### config.mk
export PLATFORM = sky130hd
export DESIGN_NAME = msg_table
export DESIGN_NICKNAME = d
export VERILOG_FILES = /design/src/rtl/chiplet_pkg.sv /design/src/rtl/msg_table.sv
export SDC_FILE = /design/constraint.sdc
export NUM_CORES = 1
export LEC_CHECK = 0
export ABC_CLOCK_PERIOD_IN_PS = 3100
export BUFFER_PORTS_ARGS = -buffer_cell sky130_fd_sc_hd__buf_2
export CORE_ASPECT_RATIO = 1.25
export CORE_MARGIN = 2
export CORE_UTILIZATION = 43
export DETAILED_ROUTE_END_ITERATION = 12
export PLACE_DENSITY_LB_ADDON = 0.12
export SYNTH_ARGS = -nofsm -noshare
export SYNTH_HDL_FRONTEND = slang
export SYNTH_SLANG_ARGS = --single-unit
### constraint.sdc
create_clock -name clk -period 3.1 [get_ports clk]
set_input_delay 0 -clock clk [delete_from_list [all_inputs] [get_ports clk]]
set_output_delay 0 -clock clk [all_outputs]
set_load 0.005 [all_outputs]
### src/rtl/chiplet_pkg.sv
`default_nettype none

package chiplet_pkg;

    // data and address sizes.
    localparam int WORD_WIDTH       = 32;
    localparam int ADDR_WIDTH       = 8;
    localparam int PKT_LENGTH_WIDTH = 8;
    localparam int MSG_ID_WIDTH     = 2;
    localparam int NODE_ID_WIDTH    = 4;
    localparam int VC_WIDTH         = 1;

    // flit fields from msb to lsb are vc, id, req and payload.
    localparam int FLIT_PAYLOAD_LSB = 0;
    localparam int FLIT_REQ_LSB     = FLIT_PAYLOAD_LSB + WORD_WIDTH;
    localparam int FLIT_ID_LSB      = FLIT_REQ_LSB + NODE_ID_WIDTH;
    localparam int FLIT_VC_LSB      = FLIT_ID_LSB + MSG_ID_WIDTH;
    localparam int FLIT_WIDTH       = FLIT_VC_LSB + VC_WIDTH;

    // crc-32 taken msb first with no reflection and no final xor.
    localparam logic [WORD_WIDTH-1:0] CRC_INIT = 32'hFFFF_FFFF;
    localparam logic [WORD_WIDTH-1:0] CRC_POLY = 32'h04C1_1DB7;

    typedef enum logic [1:0] {
        IDLE,
        START_SEND_PKT,
        SEND_PKT,
        CRC
    } tx_state_e;

    // payload word count in the header plus the header itself.
    function automatic logic [PKT_LENGTH_WIDTH-1:0] expected_num_flits(
        input logic [WORD_WIDTH-1:0] header
    );
        return header[PKT_LENGTH_WIDTH-1:0] + 1'b1;
    endfunction

endpackage

`default_nettype wire

### src/rtl/msg_table.sv
`timescale 1ns/100ps
`default_nettype none

module msg_table #(
    parameter int NUM_MSGS = 4
) (
    input  logic                                 clk,
    input  logic                                 n_rst,
    input  logic                                 tbl_wen,
    input  logic [chiplet_pkg::MSG_ID_WIDTH-1:0] tbl_idx,
    input  logic [chiplet_pkg::ADDR_WIDTH-1:0]   tbl_addr,
    input  logic [NUM_MSGS-1:0]                  trigger,
    input  logic                                 accept,
    output logic [NUM_MSGS-1:0]                  pending,
    output logic [chiplet_pkg::MSG_ID_WIDTH-1:0] sel_id,
    output logic [chiplet_pkg::ADDR_WIDTH-1:0]   sel_addr
);

    logic [chiplet_pkg::ADDR_WIDTH-1:0] start_addr [NUM_MSGS];
    logic [NUM_MSGS-1:0]                retire;

    always_ff @(posedge clk) begin
        if (tbl_wen) begin
            start_addr[tbl_idx] <= tbl_addr;
        end
    end

    // highest pending index wins.
    always_comb begin
        sel_id = '0;
        for (int i = 0; i < NUM_MSGS; i++) begin
            if (pending[i]) begin
                sel_id = i[chiplet_pkg::MSG_ID_WIDTH-1:0];
            end
        end
        sel_addr = start_addr[sel_id];
    end

    always_comb begin
        retire = '0;
        if (accept) begin
            retire[sel_id] = 1'b1;
        end
    end

    // a new trigger beats retirement.
    always_ff @(posedge clk, negedge n_rst) begin
        if (!n_rst) begin
            pending <= '0;
        end else begin
            pending <= (pending & ~retire) | trigger;
        end
    end

    a_accept_pending: assert property (@(posedge clk) disable iff (!n_rst)
        accept |-> |pending);

endmodule

`default_nettype wire

## Word level (Yosys, flattened, before mapping)

Memories as Yosys holds them, arrays and structs flattened.
Cells that the tools add are included.

- Order comparisons: 2
- Mux-type cells: 8
- Bitwise operators: 3
- Reduce and logical (&&, ||, !) cells: 1

Operators by type and width:

| kind | number |
|---|---|
| 4-bit AND | 1 |
| 1-bit two-way mux | 4 |
| 2-bit two-way mux | 2 |
| 4-bit two-way mux | 1 |
| 4-bit NOT | 1 |
| 4-bit bitwise OR | 1 |
| 2-bit by 3-bit less-than comparator with 1-bit output (second input constant) | 1 |
| 1-bit demux with 2-bit select | 1 |
| 2-bit by 1-bit >= comparator with 1-bit output (second input constant) | 1 |
| 1-bit logical AND | 1 |

- Register bits after elaboration: 4
- RAM bits: 32
- Input bits: 18
- Output and inout bits: 14
- Word-level logic and storage cells: 16
- Memories kept: 1

Memory list:

| name | words | bits a word | rd ports | clocked after memory_dff | write ports | line | RTL |
|---|---|---|---|---|---|---|---|
| start_addr | 4 | 8 | 1 | 0 | 1 | msg_table.sv:19 | `logic [chiplet_pkg::ADDR_WIDTH-1:0] start_addr [NUM_MSGS];` |

## Logic depth before layout (Yosys ltp)

- Depth in word-level cells: 11
- Gate-level depth with buffers: 4
- Depth with buffers taken out: 3

## Worst setup path before layout

Ideal clock, no wire load.

- Path kind: register to register
- Start point: register pending[3]
- End point: register pending[0]
- Library setup time: 0.118 ns
- Arrival: 1.081 ns
- Required time: 2.982 ns
- Setup slack: 1.901 ns
- Stages on the path, launching flop included: 5
- Path buffers: 1
- Period minus slack after synthesis: 1.199 ns
- Path through: dfrtp_1 buf_6 nor3_4 nand2_2 a21o_1

- Cells in the longest elaborated chain, start to end: 9
- Elaborated cells between the ends (all ways): 10
- Classes of those cells: order compare: 2; mux: 4; bitwise: 3; reduce/logical: 1

RTL lines:

| what | line | RTL |
|---|---|---|
| from (decl) | msg_table.sv:14 | `output logic [NUM_MSGS-1:0] pending,` |
| from (signal assigned) | msg_table.sv:51 | `pending <= (pending & ~retire) \| trigger;` |
| 2-bit two-way mux (*) | msg_table.sv:32 | `if (pending[i]) begin` |
| 2-bit by 3-bit less-than comparator with 1-bit output (implied by the code) or 2-bit by 1-bit >= comparator with 1-bit output (tied branches) | msg_table.sv:42 | `retire[sel_id] = 1'b1;` |
| 1-bit logical AND (implied by the code) | msg_table.sv:42 |  |
| 1-bit two-way mux (implied by the code) | msg_table.sv:42 |  |
| 1-bit demux with 2-bit select (*) | msg_table.sv:42 |  |
| 4-bit two-way mux (*) | msg_table.sv:41 | `if (accept) begin` |
| 4-bit NOT (*) | msg_table.sv:51 |  |
| 4-bit AND (*) | msg_table.sv:51 |  |
| 4-bit bitwise OR (*) | msg_table.sv:51 |  |

Every way passes the cells marked *; elsewhere a longest branch is shown, timed or not.

## Worst setup path in the final report

- Start point: register pending[2]
- End point: output port sel_addr[5] in the netlist's numbering

- Cells in the longest elaborated chain, start to end: 3

RTL lines:

| what | line | RTL |
|---|---|---|
| 2-bit two-way mux (2 in series) | msg_table.sv:32 |  |
| memory 4 x 8 bit | - |  |
| to (decl) | msg_table.sv:16 | `output logic [chiplet_pkg::ADDR_WIDTH-1:0] sel_addr` |

Every way passes these cells.

==> results.md <==
- Design area: 1760 sq um
- Clk pin slew, worst setup/hold paths: 0.10 ns
- Ys flop type: edfxtp_1
- Slew headroom: 0.490
- Ys Warns: 0
- FF-to-FF End: pending[0]$_DFF_PN0_
- First-pass GRT wire length: 3810 microns
- Wirelength per Cell: 15.5 microns
- Num ports: 32
- Die H: 67.0 microns
- FP Rows: 22
- Die area: about 3600 sq um
- WP data required: 3.10 ns
- Die X: 54.4 microns
- Register area share after synthesis: 0.777
- Setup CP Type: reg -> out
- Crit. End Element: output port
- Layout cells sized above 1: 0.316
- Initial core utilization: 0.459
- H-tree level count: 2
- Post-Syn Area: 1370 sq um
- Total Routed Length: 2630 microns
- Worst min-delay path category: in -> reg
- Antenna diodes: 0
- GPL Wtd Cong: 0.678
- Status: finished clean
- Worst hold endpoint: pending[1]$_DFF_PN0_
- Port Buffers: 31
- Drt first-iter violations: 26
- Max Cap Viol: 0
- CTS Buf Count: 5
- Multi-input logic area: 269 sq um
- Pre-Repair DR Iteration Count: 4
- Syn_nets: just under 100
- Synth Instances: 81
- FF+latch area: 1060 sq um
- Via Count: 884
- Hold Startpoint: accept
- Fin Setup TNS: 0 ns
- Fin crit share: 0.688
- Setup crit start kind: flip-flop
- Placed inst area: 1540 sq um
- Leakage power: 0.647 nW
- Initial antenna violation count: 0
- Avg Cell Area, Syn: 16.9 sq um
- Number of synthesized register bits: 36
- RSZ-0062 raised after global routing: no
- Clock skew: 0.00571 ns
- Post-synth EDFFs: 32
- CTS root buffer: clkbuf_4
- Post-DRT Antenna Nets: 0
- R2r worst-path depth: 4
- Fin crit period: 2.13 ns
- Pwr dens: 513 nW/um^2
- Setup Viol. Count Final: 0
- Remaining Overflow, GRT: 0
- Final Max Tran Viols: 0
- Worst path arrival time: approximately 2.1 ns
- Worst-path fanout max: 13
- Post-synth ARST share: 0.111
- Core ar.: 2970 sq um
- Hold path depth: 4
- Vias/cell: approximately 5.2
- Layout Area Growth over Synthesis: 29.0%
- Post-DP HPWL: between 1500 and 2000 microns
- Pin count of the biggest net entering global routing: 23
- Maximum vdd ir drop: 369 uV
- Final net count: 150
- Total clock sinks: 36
- GRT Util Overall: 0.164
- Worst skew pair latency: 0.34 ns
- Number of global-route vias before repair: 837
- FMAX: 469 MHz
- Clock Path Buffers: 2
- Reg2reg start: pending[3]$_DFF_PN0_
- Reg2reg setup slack: 1.08 ns
- Fillers: 249
- Slew of the pin with the lowest slew margin: roughly 0.76 ns
- CTS tree: built
- Final hold vios: 0
- Residual DRC count: 0
- Synth cell types: 19
[synthesized netlist by cell type, types with 2 or more instances]
library cell | count | area share
a21o_1 | 2 | 0.011
a22oi_1 | 16 | 0.088
buf_6 | 2 | 0.016
dfrtp_1 | 4 | 0.073
edfxtp_1 | 32 | 0.70
nand2b_1 | 2 | 0.0092
o21ai_0 | 10 | 0.037
or2_2 | 2 | 0.0092
[layout by cell type (no fill, tap or decap), types with 2 or more instances in the layout]
cell type and count:
clkbuf_4 5, a22oi_1 16, edfxtp_1 32, buf_2 31, clkbuf_1 2, a21o_1 2, or2_2 2, dfrtp_1 4
o21ai_0 10, nand2b_1 2, dlygate4sd3_1 16
[sequential cells by signal (all words and copies together) (netlist names)]
register,cells
pending,4
start_addr,32
[worst max-delay path by stage]
| stage | start | to | slack, ns | depth (start not counted) |
|---|---|---|---|---|
| detailed placement | pending[2]$_DFF_PN0_ | sel_addr[3] | 1.28 | 4 |
| global route | pending[2]$_DFF_PN0_ | sel_addr[3] | 0.75 | 4 |
| CTS | pending[2]$_DFF_PN0_ | sel_addr[3] | 0.89 | 4 |
| global placement | pending[2]$_DFF_PN0_ | sel_addr[5] | 1.32 | 4 |
| floorplan | pending[3]$_DFF_PN0_ | pending[0]$_DFF_PN0_ | 1.90 | 4 |
| finish | pending[2]$_DFF_PN0_ | sel_addr[5] | 0.97 | 4 |
[worst max-delay path, stage by stage, from the launching register on]
cell,delay [ns]
dfrtp_1,0.58
nor2b_1,0.69
a22oi_1,0.14
o21ai_0,0.23
buf_2,0.15
[power breakdown]
part           internal, mW  total, mW  switching [mW]
clock                 0.112      0.257           0.145
combinational        0.0436     0.0790          0.0354
sequential            0.552      0.567          0.0145
total                 0.708      0.903           0.195
[routing by layer]
metal,up-vias,global-route usage,share of wire
li1,425,-,-
met1,422,0.155,0.39
met2,31,0.291,0.52
met3,6,0.0673,0.060
met4,0,0.0844,0.024
met5,-,0,0
[metrics by stage]
stage                     utilization  setup WS, ns  instances  hold slack (ns)  total power, mW
after floorplan                     -          1.90         81           -0.296            0.607
after global placement          0.519          1.32        145           -0.186            0.641
after detailed placement        0.519          1.28        145           -0.185            0.644
after CTS                       0.592         0.886        169           0.0402            0.909
after global routing            0.592         0.754        169           0.0497            0.946
final                           0.592         0.966        169           0.0462            0.903
[area by class of cell]
| class | instances | area share |
|---|---|---|
| clock buffers | 8 | 0.0334 |
| inverters | 1 | 0.00213 |
| multi-input cells | 40 | 0.153 |
| flip-flops and latches | 36 | 0.603 |
| well taps | 36 | 0.0256 |
| repair buffers | 48 | 0.183 |
[cells by family after synthesis]
group | share of synthesized area
and+or+nand+nor | 0.0614
AOI/OAI and AO/OA | 0.136
DFF | 0.777
buffers and inverters | 0.0257
[timing repair]
item                                   CTS  global route
setup endpoints to repair                0             0
buffers inserted                         0             0
endpoints found under the hold margin   40             0
gates resized for setup                  0             0
hold buffers                            16             0
No activity file was read; power rests on OpenSTA's default activity.
