**config.mk**
```make
export PLATFORM = sky130hd
export DESIGN_NAME = flit_crc
export DESIGN_NICKNAME = d
export VERILOG_FILES = /design/src/rtl/chiplet_pkg.sv /design/src/rtl/flit_crc.sv
export SDC_FILE = /design/constraint.sdc
export NUM_CORES = 1
export LEC_CHECK = 0
export BUFFER_PORTS_ARGS = -buffer_cell sky130_fd_sc_hd__buf_2
export CAP_MARGIN = 20
export CORE_ASPECT_RATIO = 2
export CORE_UTILIZATION = 30
export DETAILED_ROUTE_END_ITERATION = 8
export GPL_TIMING_DRIVEN = 0
export PLACE_DENSITY = 0.57
export SLEW_MARGIN = 20
export SYNTH_ARGS = -nofsm -noshare
export SYNTH_HDL_FRONTEND = slang
export SYNTH_SLANG_ARGS = --single-unit
```
**constraint.sdc**
```tcl
create_clock -name clk -period 2.8 [get_ports clk]
set_input_delay 0.42 -clock clk [delete_from_list [all_inputs] [get_ports clk]]
set_output_delay 0.42 -clock clk [all_outputs]
set_load 0.01 [all_outputs]
```
**src/rtl/chiplet_pkg.sv**
```systemverilog
`default_nettype none

package chiplet_pkg;

    // data and address sizes.
    localparam int WORD_WIDTH       = 32;
    localparam int ADDR_WIDTH       = 8;
    localparam int PKT_LENGTH_WIDTH = 8;
    localparam int MSG_ID_WIDTH     = 2;
    localparam int NODE_ID_WIDTH    = 4;
    localparam int VC_WIDTH         = 1;

    // flit fields from msb to lsb are vc, id, req and payload.
    localparam int FLIT_PAYLOAD_LSB = 0;
    localparam int FLIT_REQ_LSB     = FLIT_PAYLOAD_LSB + WORD_WIDTH;
    localparam int FLIT_ID_LSB      = FLIT_REQ_LSB + NODE_ID_WIDTH;
    localparam int FLIT_VC_LSB      = FLIT_ID_LSB + MSG_ID_WIDTH;
    localparam int FLIT_WIDTH       = FLIT_VC_LSB + VC_WIDTH;

    // crc-32 taken msb first with no reflection and no final xor.
    localparam logic [WORD_WIDTH-1:0] CRC_INIT = 32'hFFFF_FFFF;
    localparam logic [WORD_WIDTH-1:0] CRC_POLY = 32'h04C1_1DB7;

    typedef enum logic [1:0] {
        IDLE,
        START_SEND_PKT,
        SEND_PKT,
        CRC
    } tx_state_e;

    // payload word count in the header plus the header itself.
    function automatic logic [PKT_LENGTH_WIDTH-1:0] expected_num_flits(
        input logic [WORD_WIDTH-1:0] header
    );
        return header[PKT_LENGTH_WIDTH-1:0] + 1'b1;
    endfunction

endpackage

`default_nettype wire

```
**src/rtl/flit_crc.sv**
```systemverilog
`timescale 1ns/100ps
`default_nettype none

module flit_crc (
    input  logic                               clk,
    input  logic                               n_rst,
    input  logic                               crc_clear,
    input  logic                               crc_update,
    input  logic [chiplet_pkg::WORD_WIDTH-1:0] crc_in,
    output logic [chiplet_pkg::WORD_WIDTH-1:0] crc_value,
    output logic                               crc_ready
);

    logic [chiplet_pkg::WORD_WIDTH-1:0] crc_q;
    logic [chiplet_pkg::WORD_WIDTH-1:0] word_q;
    logic [1:0]                         byte_cnt;
    logic                               folding;

    function automatic logic [31:0] crc_byte_step(
        input logic [31:0] crc,
        input logic [7:0]  data
    );
        logic [31:0] c;
        c = crc ^ {data, 24'h0};
        for (int b = 0; b < 8; b++) begin
            c = c[31] ? ((c << 1) ^ chiplet_pkg::CRC_POLY) : (c << 1);
        end
        return c;
    endfunction

    always_ff @(posedge clk, negedge n_rst) begin
        if (!n_rst) begin
            crc_q    <= chiplet_pkg::CRC_INIT;
            folding  <= 1'b0;
            byte_cnt <= '0;
        end else if (crc_clear) begin
            crc_q    <= chiplet_pkg::CRC_INIT;
            folding  <= 1'b0;
            byte_cnt <= '0;
        end else if (crc_update && !folding) begin
            folding  <= 1'b1;
            byte_cnt <= '0;
        end else if (folding) begin
            crc_q    <= crc_byte_step(crc_q, word_q[31:24]);
            byte_cnt <= byte_cnt + 1'b1;
            if (byte_cnt == 2'd3) begin
                folding <= 1'b0;
            end
        end
    end

    // most significant byte first.
    always_ff @(posedge clk) begin
        if (crc_update && !folding) begin
            word_q <= crc_in;
        end else if (folding) begin
            word_q <= word_q << 8;
        end
    end

    assign crc_value = crc_q;
    assign crc_ready = !folding;

    a_update_when_ready: assert property (@(posedge clk) disable iff (!n_rst)
        crc_update |-> crc_ready);

endmodule

`default_nettype wire

```
# Yosys cells after proc, flatten, opt, wreduce, memory -nomap -nowiden
# Index checks and enable logic that the tools add are counted.
# classes
add_sub_neg	1
n_eq_ne	2
n_mux	20
bitwise	9
reduce_logical	6
# ops
op	count
2-to-1 mux 27 bit	8
2-to-1 mux 32 bit	5
NOT 14 bit	8
XOR 32 bit	1
2-to-1 mux 2 bit	3
2-to-1 mux 1 bit	4
nonzero test 2 bit	2
nonzero test 3 bit	1
adder 2 x 1 -> 2 bit, second input constant	1
== test 2 bit, second input constant	1
!= test 2 bit, second input constant	1
AND reduction 2 bit	1
logical AND 1 bit	1
zero test 1 bit	1
# totals
ff_bits	67
out_inout_bits	33

# Depth between registers and ports, before layout
# logic_depth
ltp_word	20
depth_mapped	5
depth_no_buf	5

# Worst setup path before layout
# Ideal clock, no wire load.
# synth_path
path_type	flip-flop to flip-flop
from	reg crc_q (netlist bit crc_value[28])
to	reg crc_q (netlist bit crc_value[11])
setup_ns	0.073
arrival_time_ns	2.013
t_required_ns	2.727
setup_slack_ns	0.714
stages_incl_launch_ff	6
n_path_buf	0
synth_period_minus_slack_ns	2.086
cell_sequence	dfstp_2 xor2_4 xnor3_2 xnor3_2 xnor2_1 o21ai_1
# synth_between
elab_chain_len	12
# synth_lines
item	line	source
start: declaration	flit_crc.sv:14	logic [chiplet_pkg::WORD_WIDTH-1:0] crc_q;
start signal: assignment	flit_crc.sv:33	crc_q <= chiplet_pkg::CRC_INIT;
start signal: assignment	flit_crc.sv:37	crc_q <= chiplet_pkg::CRC_INIT;
start signal: assignment	flit_crc.sv:44	crc_q <= crc_byte_step(crc_q, word_q[31:24]);
XOR 32 bit (*)	flit_crc.sv:24	c = crc ^ {data, 24'h0};
2-to-1 mux 27 bit (*)	flit_crc.sv:26	c = c[31] ? ((c << 1) ^ chiplet_pkg::CRC_POLY) : (c << 1);
NOT 14 bit (no source line)	n/a	
2-to-1 mux 27 bit (*) (2 in series)	flit_crc.sv:26	
NOT 14 bit (no source line)	n/a	
2-to-1 mux 27 bit (*)	flit_crc.sv:26	
NOT 14 bit (no source line)	n/a	
2-to-1 mux 27 bit (*)	flit_crc.sv:26	
2-to-1 mux 32 bit (*)	flit_crc.sv:43	end else if (folding) begin
2-to-1 mux 32 bit (*)	flit_crc.sv:40	end else if (crc_update && !folding) begin
2-to-1 mux 32 bit (*)	flit_crc.sv:36	end else if (crc_clear) begin
# Every way passes the cells marked *; elsewhere a longest branch is shown, timed or not. The select of a mux whose other input is x is not followed.
# A chain may end at the register's enable or synchronous reset.

# Worst setup path after layout
# layout_path
from	reg folding
to	out crc_ready
# layout_between
elab_chain_len	1
# layout_lines
item	line	source
start: declaration	flit_crc.sv:17	logic folding;
start signal: assignment	flit_crc.sv:34	folding <= 1'b0;
start signal: assignment	flit_crc.sv:38	folding <= 1'b0;
start signal: assignment	flit_crc.sv:41	folding <= 1'b1;
zero test 1 bit	flit_crc.sv:62	assign crc_ready = !folding;
end: declaration	flit_crc.sv:11	output logic crc_ready
# No other way between the ends.

==> metrics.yaml <==
ys.flop_type: "edfxtp_1"
crit_type: "reg2out"
wl_mm: 8.21
drt_iter0_markers: 94
period_needed_ns: 2.31
dp_hpwl_mm: 6.19
cts_resized: 0
path_buf_inv: 4
cts_buffer_depth: 2
ant_nets: 0
cp.arrival_ns: 1.89
ys_ff_latch: 67
p_total_mw: 4.42
synth_compound_area_share_pct: 7.21
slew_headroom_pct: 48.5
clock_sinks: 67
clk_pin_slew_ns: 0.05
synthArstFlopShare_pct: 52.2
grt_pass1_wl_mm: 12.9
ir_drop_v: 0.000442
worstSetupEndpointType: "primary output"
cp_top_family: "buffers and inverters"
cts_tree: "done"
avgSynthCellArea_um2: 13.0
gp_congestion: 0.850
start_util_pct: 30.6
crit_top_cell: "clkbuf_1"
syn2layout_area_growth_pct: 23.4
worst_pin_slew_ns: 0.773
fmax_ghz: 0.432
synth-seq-area-share_pct: 54.3
p_clk_share_pct: 24.9
synth-simple-area-share_pct: 5.91
firstDrtPassIters: 4
clock-root-buffer: "clkbuf_16"
power_density_nw_per_um2: 1040
yosysMostFrequentCell: "xnor2_1"
rows: 55
seq_power_share_pct: 32.9
crit_required_ns: 2.38
fill_cells: 1130
cp-start-kind: "flip-flop"
die_y_um: 154
synthTopCellsByCount: "xnor2_1, dfstp_2, edfxtp_1"
yosysWarnings: 0
via_count: 2257
ys_types: 30
whs_ns: 0.187
fin_crit_sh_pct: 82.6
synthXorXnorAreaFrac_pct: 21.6
slew_violations: 0
cap_violations: 0
finish.utilization_pct: 37.7
antenna_found_initial: 0
clock_skew_ns: 0.00838
vias_per_cell: 4.60
p_comb_share_pct: 42.1
clock_latency_ns: 0.32
synth.top_cells.by_area: "edfxtp_1, dfstp_2, xnor2_1"
outcome: "complete, no violations"
hold_viol_final: 0
critical_path.cell_chain: "clkbuf_1 > inv_1 > clkbuf_1 > buf_2"
port_buffers: 68
grt_max_degree: 36
cts_buffers: 9
ioPinCount: 69
synth_top_area_share_pct: 27.8
grt_remaining_overflow: 0
hold_path.class: "in2async"
grt_pass1_vias: 2359
syn_inst: 265
muxShareOfSynthArea_pct: 8.70
power_switching_mw: 1.50
synth_fp_nets: 302
drive_above_1_share_pct: 42.1
synth-edff-count: 32
leakage_nw: 1.67
syn_area_um2: 3450
grt_usage_pct: 14.9
synthAdderAreaFrac_pct: 0.362
max_stage_delay_ns: 0.48
nets: 381
internal-power_mw: 2.92
swShare_pct: 34.0
final.setup.tns_ns: 0
synth_top_family_by_area: "XOR/XNOR gates"
grt_setup_unrepaired: "no"
drcViolationCount: 0
post_cts_buffers: 0
htree_levels: 3
die_area_um2: 12000
setup_viol: 0
n_antenna_cell: 0
avgRoutedWirePerCell_um: 16.7
critPathMaxFanout: 10
core_um2: 11300
synth_top_area_cell: "edfxtp_1"
cpMaxStageDelayCell: "clkbuf_1"
die_x_um: 77.9
hold_buffers: 0
==> stage by stage <==
stage | setup slack, ns | cell area [µm²] | instances
finish | 0.488 | 4260 | 491
detailed placement | 0.482 | 3970 | 475
floorplan | 0.714 | 3450 | 265
CTS | 0.464 | 4260 | 491
global placement | 0.449 | 3970 | 475
global route | 0.346 | 4260 | 491
==> sequential cells by signal, summed over array words and instances, names as in the netlist <==
signal / flops
byte_cnt: 2
crc_value: 32
folding: 1
word_q: 32
==> cells by family after synthesis <==
kind of cell,Yosys count
multiplexers,27
flip-flops,67
adder cells (fa/ha/maj),1
buffers and inverters,17
XOR/XNOR,70
AND/OR/NAND/NOR,46
AO/OA/AOI/OAI,37
==> power by group through the flow <==
| stage | logic [mW] | clock network [mW] | registers, mW |
|---|---|---|---|
| floorplan | 1.36 | 0 | 1.49 |
| global placement | 1.85 | 0 | 1.47 |
| detailed placement | 1.87 | 0 | 1.48 |
| CTS | 1.88 | 1.13 | 1.46 |
| global route | 2.01 | 1.17 | 1.48 |
| finish | 1.86 | 1.10 | 1.46 |
==> final timing paths <==
path / cells past startpoint / end / slack, ns / startpoint
max: 4 / crc_ready / 0.49 / folding$_DFF_PN0_
min: 1 / byte_cnt[1]$_DFFE_PN0P_ / 0.19 / n_rst
max reg2reg: 5 / crc_value[11]$_DFFE_PN1P_ / 0.50 / crc_value[28]$_DFFE_PN1P_
min reg2reg: 2 / crc_value[13]$_DFFE_PN1P_ / 0.51 / crc_value[13]$_DFFE_PN1P_
max in group asynchronous: 1 / folding$_DFF_PN0_ / 2.13 / n_rst
min in group clk: 2 / word_q[2]$_SDFFCE_PN0P_ / 0.37 / crc_in[2]
==> routing by layer <==
metal / up-vias / global-route usage [%] / wire length (µm)
li1: 1071 / - / -
met1: 1098 / 14.1 / 2830
met2: 70 / 28.0 / 4670
met3: 18 / 3.15 / 339
met4: 0 / 9.61 / 363
met5: - / 0 / 0
==> cells in the final DEF (no fill, tap or decap), types with 2 or more instances in the layout <==
cell,instances
o21ai_0,10
mux2_2,24
dfstp_2,32
nand2_1,17
clkbuf_1,14
a21oi_1,5
xnor2_2,4
and2_1,8
nor2b_1,4
o211ai_1,5
buf_2,68
mux2i_1,3
xnor3_2,3
xor2_1,18
clkbuf_16,9
a211o_1,12
xnor2_1,41
o21ai_1,2
edfxtp_1,32
inv_1,2
buf_1,3
nor2_1,16
dfrtp_1,3
==> area by class of cell <==
| type | instances | area [µm²] | area share, % |
|---|---|---|---|
| plain buffers | 14 | 52.6 | 1.23 |
| clock buffers | 13 | 250 | 5.87 |
| clock inverters | 3 | 38.8 | 0.910 |
| inverters | 3 | 11.3 | 0.264 |
| multi-input cells | 181 | 1510 | 35.5 |
| flip-flops and latches | 67 | 1880 | 44.1 |
| well taps | 142 | 178 | 4.17 |
| repair buffers | 68 | 340 | 7.99 |
Power figures use the tool's default switching activity.
