===== src/rtl/chiplet_pkg.sv =====
`default_nettype none

package chiplet_pkg;

    // data and address sizes.
    localparam int WORD_WIDTH       = 32;
    localparam int ADDR_WIDTH       = 8;
    localparam int PKT_LENGTH_WIDTH = 8;
    localparam int MSG_ID_WIDTH     = 2;
    localparam int NODE_ID_WIDTH    = 4;
    localparam int VC_WIDTH         = 1;

    // flit fields from msb to lsb are vc, id, req and payload.
    localparam int FLIT_PAYLOAD_LSB = 0;
    localparam int FLIT_REQ_LSB     = FLIT_PAYLOAD_LSB + WORD_WIDTH;
    localparam int FLIT_ID_LSB      = FLIT_REQ_LSB + NODE_ID_WIDTH;
    localparam int FLIT_VC_LSB      = FLIT_ID_LSB + MSG_ID_WIDTH;
    localparam int FLIT_WIDTH       = FLIT_VC_LSB + VC_WIDTH;

    // crc-32 taken msb first with no reflection and no final xor.
    localparam logic [WORD_WIDTH-1:0] CRC_INIT = 32'hFFFF_FFFF;
    localparam logic [WORD_WIDTH-1:0] CRC_POLY = 32'h04C1_1DB7;

    typedef enum logic [1:0] {
        IDLE,
        START_SEND_PKT,
        SEND_PKT,
        CRC
    } tx_state_e;

    // payload word count in the header plus the header itself.
    function automatic logic [PKT_LENGTH_WIDTH-1:0] expected_num_flits(
        input logic [WORD_WIDTH-1:0] header
    );
        return header[PKT_LENGTH_WIDTH-1:0] + 1'b1;
    endfunction

endpackage

`default_nettype wire


===== src/rtl/tx_fsm.sv =====
`timescale 1ns/100ps
`default_nettype none

module tx_fsm #(
    parameter int NUM_MSGS = 4,
    parameter int DEPTH    = 8,
    parameter int NODE_ID  = 3
) (
    input  logic                                 clk,
    input  logic                                 n_rst,
    input  logic [NUM_MSGS-1:0]                  pending,
    input  logic [chiplet_pkg::MSG_ID_WIDTH-1:0] sel_id,
    input  logic [chiplet_pkg::ADDR_WIDTH-1:0]   sel_addr,
    output logic                                 accept,
    output logic                                 rd_en,
    output logic [chiplet_pkg::ADDR_WIDTH-1:0]   rd_addr,
    input  logic [chiplet_pkg::WORD_WIDTH-1:0]   rd_data,
    input  logic                                 rd_stall,
    output logic                                 crc_clear,
    output logic                                 crc_update,
    output logic [chiplet_pkg::WORD_WIDTH-1:0]   crc_in,
    input  logic [chiplet_pkg::WORD_WIDTH-1:0]   crc_value,
    input  logic                                 crc_ready,
    input  logic                                 credit_return,
    output logic                                 flit_valid,
    output logic [chiplet_pkg::FLIT_WIDTH-1:0]   flit,
    output logic                                 busy
);

    localparam int LIMIT = 3 * DEPTH / 4;

    chiplet_pkg::tx_state_e state, next_state;

    logic [chiplet_pkg::MSG_ID_WIDTH-1:0]     msg_id_q;
    logic [chiplet_pkg::ADDR_WIDTH-1:0]       base_addr_q;
    logic [chiplet_pkg::PKT_LENGTH_WIDTH-1:0] pkt_len;
    logic [chiplet_pkg::PKT_LENGTH_WIDTH-1:0] flit_idx;
    logic [chiplet_pkg::PKT_LENGTH_WIDTH-1:0] sent_cnt;
    logic                                     credit_ok;
    logic                                     last_word;
    logic                                     send;

    assign credit_ok = (sent_cnt != chiplet_pkg::PKT_LENGTH_WIDTH'(LIMIT));
    assign last_word = (flit_idx == pkt_len - 1'b1);
    assign rd_addr   = base_addr_q + chiplet_pkg::ADDR_WIDTH'(flit_idx);

    always_comb begin
        next_state = state;
        accept     = 1'b0;
        crc_clear  = 1'b0;
        rd_en      = 1'b0;
        send       = 1'b0;
        case (state)
            chiplet_pkg::IDLE: begin
                crc_clear = 1'b1;
                if (|pending) begin
                    accept     = 1'b1;
                    next_state = chiplet_pkg::START_SEND_PKT;
                end
            end
            chiplet_pkg::START_SEND_PKT: begin
                rd_en = 1'b1;
                if (!rd_stall) begin
                    next_state = chiplet_pkg::SEND_PKT;
                end
            end
            chiplet_pkg::SEND_PKT: begin
                rd_en = 1'b1;
                if (!rd_stall && crc_ready && credit_ok) begin
                    send = 1'b1;
                    if (last_word) begin
                        next_state = chiplet_pkg::CRC;
                    end
                end
            end
            chiplet_pkg::CRC: begin
                if (crc_ready && credit_ok) begin
                    send       = 1'b1;
                    next_state = chiplet_pkg::IDLE;
                end
            end
            default: next_state = chiplet_pkg::IDLE;
        endcase
    end

    always_ff @(posedge clk, negedge n_rst) begin
        if (!n_rst) begin
            state    <= chiplet_pkg::IDLE;
            pkt_len  <= '0;
            flit_idx <= '0;
            sent_cnt <= '0;
        end else begin
            state <= next_state;
            if (state == chiplet_pkg::START_SEND_PKT && !rd_stall) begin
                pkt_len <= chiplet_pkg::expected_num_flits(rd_data);
            end
            if (accept) begin
                flit_idx <= '0;
            end else if (crc_update) begin
                flit_idx <= flit_idx + 1'b1;
            end
            // switch buffer drained.
            if (credit_return) begin
                sent_cnt <= send ? chiplet_pkg::PKT_LENGTH_WIDTH'(1) : '0;
            end else if (send) begin
                sent_cnt <= sent_cnt + 1'b1;
            end
        end
    end

    always_ff @(posedge clk) begin
        if (accept) begin
            msg_id_q    <= sel_id;
            base_addr_q <= sel_addr;
        end
    end

    assign crc_update = send && (state == chiplet_pkg::SEND_PKT);
    assign crc_in     = rd_data;
    assign flit_valid = send;
    assign busy       = (state != chiplet_pkg::IDLE);

    // only vc 0 is used.
    always_comb begin
        flit = '0;
        flit[chiplet_pkg::FLIT_VC_LSB +: chiplet_pkg::VC_WIDTH] = '0;
        flit[chiplet_pkg::FLIT_ID_LSB +: chiplet_pkg::MSG_ID_WIDTH] = msg_id_q;
        flit[chiplet_pkg::FLIT_REQ_LSB +: chiplet_pkg::NODE_ID_WIDTH] =
            chiplet_pkg::NODE_ID_WIDTH'(NODE_ID);
        flit[chiplet_pkg::FLIT_PAYLOAD_LSB +: chiplet_pkg::WORD_WIDTH] =
            (state == chiplet_pkg::CRC) ? crc_value : rd_data;
    end

    a_credit_limit: assert property (@(posedge clk) disable iff (!n_rst)
        flit_valid |-> sent_cnt < chiplet_pkg::PKT_LENGTH_WIDTH'(LIMIT));

endmodule

`default_nettype wire


===== config.mk =====
export PLATFORM = sky130hd
export DESIGN_NAME = tx_fsm
export DESIGN_NICKNAME = d
export VERILOG_FILES = /design/src/rtl/chiplet_pkg.sv /design/src/rtl/tx_fsm.sv
export SDC_FILE = /design/constraint.sdc
export NUM_CORES = 1
export LEC_CHECK = 0
export BUFFER_PORTS_ARGS = -buffer_cell sky130_fd_sc_hd__clkbuf_2
export CAP_MARGIN = 20
export CORE_UTILIZATION = 45
export DETAILED_ROUTE_END_ITERATION = 12
export PLACE_DENSITY = 0.82
export SLEW_MARGIN = 40
export SYNTH_ARGS = -nofsm -noshare
export SYNTH_HDL_FRONTEND = slang
export SYNTH_SLANG_ARGS = --single-unit

===== constraint.sdc =====
create_clock -name clk -period 2.7 [get_ports clk]
set_input_delay 0.27 -clock clk [delete_from_list [all_inputs] [get_ports clk]]
set_output_delay 0.27 -clock clk [all_outputs]
set_load 0.01 [all_outputs]

# After elaboration in Yosys (flattened, before gate mapping)
# Index checks and enable logic that the tools add are counted.
# word_totals
reg_bits	36
in_bits	83
output_inout_bits	85
word_cells	53
# op_classes
n_addsub	5
eq_ne	10
n_mux	19
n_reduce_logical	13
# ops
op	n
$mux 32	1
$mux 8	4
$add 8x1->8 const B	3
$mux 2	5
$ne 2x2->1 const B	5
$add 8x8->8	1
$eq 8x8->1	1
$ne 8x3->1 const B	1
$pmux 2 s4	1
$sub 8x1->8 const B	1
$mux 1	7
$reduce_bool 2->1	3
$logic_and 1x1->1	5
$reduce_and 5->1	1
$eq 2x2->1 const B	2
$reduce_or 4->1	1
$eq 2x1->1 const B	1
$logic_not 2->1	1
$pmux 1 s2	1
$reduce_or 2->1	1
$logic_not 1->1	1

# Longest topological paths before layout
# logic_depth
word_depth	8
ltp_mapped	9
depth_no_buf	9

# Least setup slack after synthesis
# No wires, ideal clock.
# synth_timing
path_type	register -> register
start	register state[1]
end	register base_addr_q[0] (netlist bit), enable pin
setup_ns	0.394
arrival_ns	1.684
required_time_ns	2.306
path_slack_ns	0.622
path_stages_with_launch	5
path_buffers	0
synth_period_minus_slack_ns	2.078
path_cell_list	dfrtp_1 inv_1 ha_1 inv_1 nor2_1
# synth_between
elab_chain_len	2
# synth_lines
element	line	text
start: declaration	tx_fsm.sv:32	chiplet_pkg::tx_state_e state, next_state;
start signal: assignment	tx_fsm.sv:88	state <= chiplet_pkg::IDLE;
start signal: assignment	tx_fsm.sv:93	state <= next_state;
$logic_not 2->1	tx_fsm.sv:53	case (state)
$mux 1	tx_fsm.sv:53	
via accept	tx_fsm.sv:14	output logic accept,
end signal: assignment	tx_fsm.sv:114	base_addr_q <= sel_addr;
end: declaration	tx_fsm.sv:35	logic [chiplet_pkg::ADDR_WIDTH-1:0] base_addr_q;
# The timed path passes the listed nets, and every way through them passes these cells.
# A chain may end at the register's enable or synchronous reset.

# Worst setup path after layout
# layout_timing
start	register flit_idx[1] (netlist bit)
end	output port rd_addr[7] (netlist bit)
# layout_between
elab_chain_len	1
# layout_lines
element	line	text
start: declaration	tx_fsm.sv:37	logic [chiplet_pkg::PKT_LENGTH_WIDTH-1:0] flit_idx;
start signal: assignment	tx_fsm.sv:100	flit_idx <= flit_idx + 1'b1;
$add 8x8->8	tx_fsm.sv:45	assign rd_addr = base_addr_q + chiplet_pkg::ADDR_WIDTH'(flit_idx);
end: declaration	tx_fsm.sv:16	output logic [chiplet_pkg::ADDR_WIDTH-1:0] rd_addr,
# Every way passes these cells.

==> results.yml <==
die:
  row_count: 28
  die_w_microns: 82.4
  die_area_sq_um: 6780
  die_h_microns: 82.4
  coreArea_sq_um: 6060
  ios: 168
  start_util_pct: 47.9
layout:
  finalCoreUtilization_pct: 60.1
  num-fill-cells: 520
  drive_gt1_share_pct: 50.6
  area_delta_synth_final_pct: 25.4
  diodes: 0
  fin_nets: 524
  stdcell_count: 500
critical_path:
  slowest_delay_ns: 0.45
  cp-start-kind: "flop"
  crit_arrival_ns: 2.25
  crit_path_end_kind: "output port"
  cp_slowest_cell: "dfrtp_1"
  critPathKind: "reg -> out"
  crit_chain: "ha_1, a21o_1, a21oi_1, nor2b_1, o21a_1, o41ai_2, xnor2_1, clkbuf_2"
  cp.required_ns: 2.43
  worstPathMaxFanout: 6
  path_delay_family: "compound AO/OA/AOI/OAI gates"
  crit_buf_inv: 1
sta:
  finalHoldViolCount: 0
  worstMarginPinSlew_ns: 0.660
  max_slew_margin_pct: 56.0
  timing.hold.ws_ns: 0.00142
  fin_setup_tns_ns: 0
  rsz0062_at_grt: "no"
  min_period_over_period_pct: 93.3
  skew_ns: 0.00773
  slew_viol_final: 0
  setup_viol: 0
  fin_crit_ns: 2.52
  max_freq_mhz: 397
grt:
  grt_pass1_vias: 2354
  use_met3_pct: 2.42
  antenna_found_initial: 0
  grt_max_degree: 27
  busiest_layer: "met2"
  grt_use_met1_pct: 21.5
  grt.overflow.total: 0
  met2_usage_pct: 43.6
  grtUsageTotal_pct: 21.1
  grt_pass1_wl_mm: 10.5
yosys:
  yosysSeqAreaShare_pct: 32.7
  synthFlopType: "dfrtp_1"
  ys_ff_latch: 36
  synth_area_per_cell_sq_um: 9.88
  async_flop_share_pct: 72.2
  synthCells: 294
  synth_edf_count: 10
  netlist_area_sq_um: 2910
  yosysUniqueCellTypes: 52
  synth_warnings: 0
clock_network:
  htree_levels: 2
  clk_latency_ns: 0.28
  post_cts_buffers: 0
  tritoncts: "built"
  cts.reportedPaths.clkPinSlew_ns: 0.07
  hold_buffers: 0
  cts_buffers: 5
  cts_root_buffer: "clkbuf_8"
  clockBufferDepth: 2
  clock_sinks: 36
route:
  viasPerCell: 5.17
  drc: 0
  drtAntennaViolNets: 0
  routedWlPerCell_microns: 14.4
  vias: 2585
  wirelength_mm: 7.21
  dr.pass1.iters: 4
  drt_iter0_markers: 84
place:
  dp.cells: 492
  gp_congestion: 0.810
  dp_hpwl_mm: 6.15
  numPortBuffers: 162
job:
  maxCapViolations: 0
worst_hold_path:
  worstHoldPathType: "in -> async"
pwr:
  report.power.total_uw: 2960
  power_leakage_uw: 0.00186
  peakVddDrop_v: 0.000379
  p_per_area_nw_per_um2: 814
outcome:
  status: "complete, no violations"
==> final timing paths <==
path                       cells past startpoint   startpoint  slack [ns]              to
max                                            8  flit_idx[1]        0.18      rd_addr[7]
min                                            1        n_rst       0.001     sent_cnt[2]
min reg2reg                                    2   pkt_len[7]        0.52      pkt_len[7]
max in group asynchronous                      1        n_rst        2.27      pkt_len[2]
min in group clk                               1  sel_addr[7]        0.16  base_addr_q[7]
max reg2reg                                    8     state[0]        0.66     sent_cnt[7]
==> kinds of logic after synthesis <==
family	share of synthesized area (%)
simple gates	15.0
compound gates	7.54
mux	13.5
fa+ha+maj	7.58
xor+xnor	10.6
buf+inv	12.8
other cells	0.258
flops	32.7
==> stage by stage <==
| step | worst slack, ns | instance area [sq um] |
|---|---|---|
| after global placement | 0.478 | 3520 |
| final | 0.181 | 3640 |
| after detailed placement | 0.375 | 3520 |
| after CTS | 0.0626 | 3630 |
| after floorplan | 0.622 | 2920 |
| after global routing | 0.0369 | 3640 |
==> placed cells by master (no fill, tap or decap), types with 2 or more instances in the layout <==
cell,instances
nand2_1,13
a21oi_1,4
mux2i_1,2
dfrtp_1,26
nand2b_1,7
edfxtp_1,10
xnor2_1,17
nand3_1,8
o221a_1,2
ha_1,16
nand3b_1,2
nor2b_1,3
xor2_1,18
nand4_1,4
a211oi_1,2
a21o_1,2
mux2_2,33
clkbuf_2,162
buf_4,4
inv_1,12
and2_1,2
and3_1,3
nor4_1,2
clkbuf_8,5
or4_4,2
conb_1,5
nor3_1,3
o21ai_0,8
nor2_1,24
==> sequential cells by signal, summed over array words and instances, names as in the netlist <==
register	cells
base_addr_q	8
flit_idx	8
msg_id_q	2
pkt_len	8
sent_cnt	8
state	2
==> cell type report <==
cell class                      count  area [sq um]  area share (%)
Clock buffer                        5          68.8            1.89
Clock inverter                      3          42.5            1.17
Inverter                           12          45.0            1.24
Multi-Input combinational cell    203          1600            43.9
Sequential cell                    36           951            26.1
Tap cell                           75          93.8            2.58
Timing Repair Buffer              166           841            23.1
==> Yosys cell counts, types with 4 or more instances <==
cell type	count	area (sq um)
nand2_1	13	48.8
a21oi_1	4	20.0
buf_1	4	15.0
dfrtp_1	26	651
xor2_1	18	158
xnor2_1	17	149
nor2_1	24	90.1
mux2_2	33	372
inv_1	12	45.0
nand3_1	8	40.0
nand4_1	4	25.0
nand2b_1	7	43.8
ha_1	16	200
o21ai_0	8	40.0
buf_4	37	278
edfxtp_1	10	300
==> worst reg2reg max path: stages, from the launching register on <==
cell	delay, ns
dfrtp_1	0.41
inv_1	0.13
ha_1	0.25
nor2b_1	0.16
o221a_1	0.39
and4_4	0.30
nand3_1	0.09
xor2_1	0.15
nor2_1	0.06
==> report_power, final <==
| group | switching, uW | internal [uW] |
|---|---|---|
| logic | 850 | 781 |
| clock network | 191 | 273 |
| registers | 151 | 718 |
| total | 1190 | 1770 |
==> what timing repair did <==
item                                    4_1_cts  5_1_grt
gates resized for setup                       0        1
hold endpoints to repair                      0        0
endpoints found under the setup margin        0        1
==> layer usage <==
metal | wire (microns) | up-vias
li1 | - | 1246
met1 | 2640 | 1201
met2 | 4000 | 132
met3 | 471 | 6
met4 | 97 | 0
met5 | 0 | -
No activity file was read; power rests on OpenSTA's default activity.
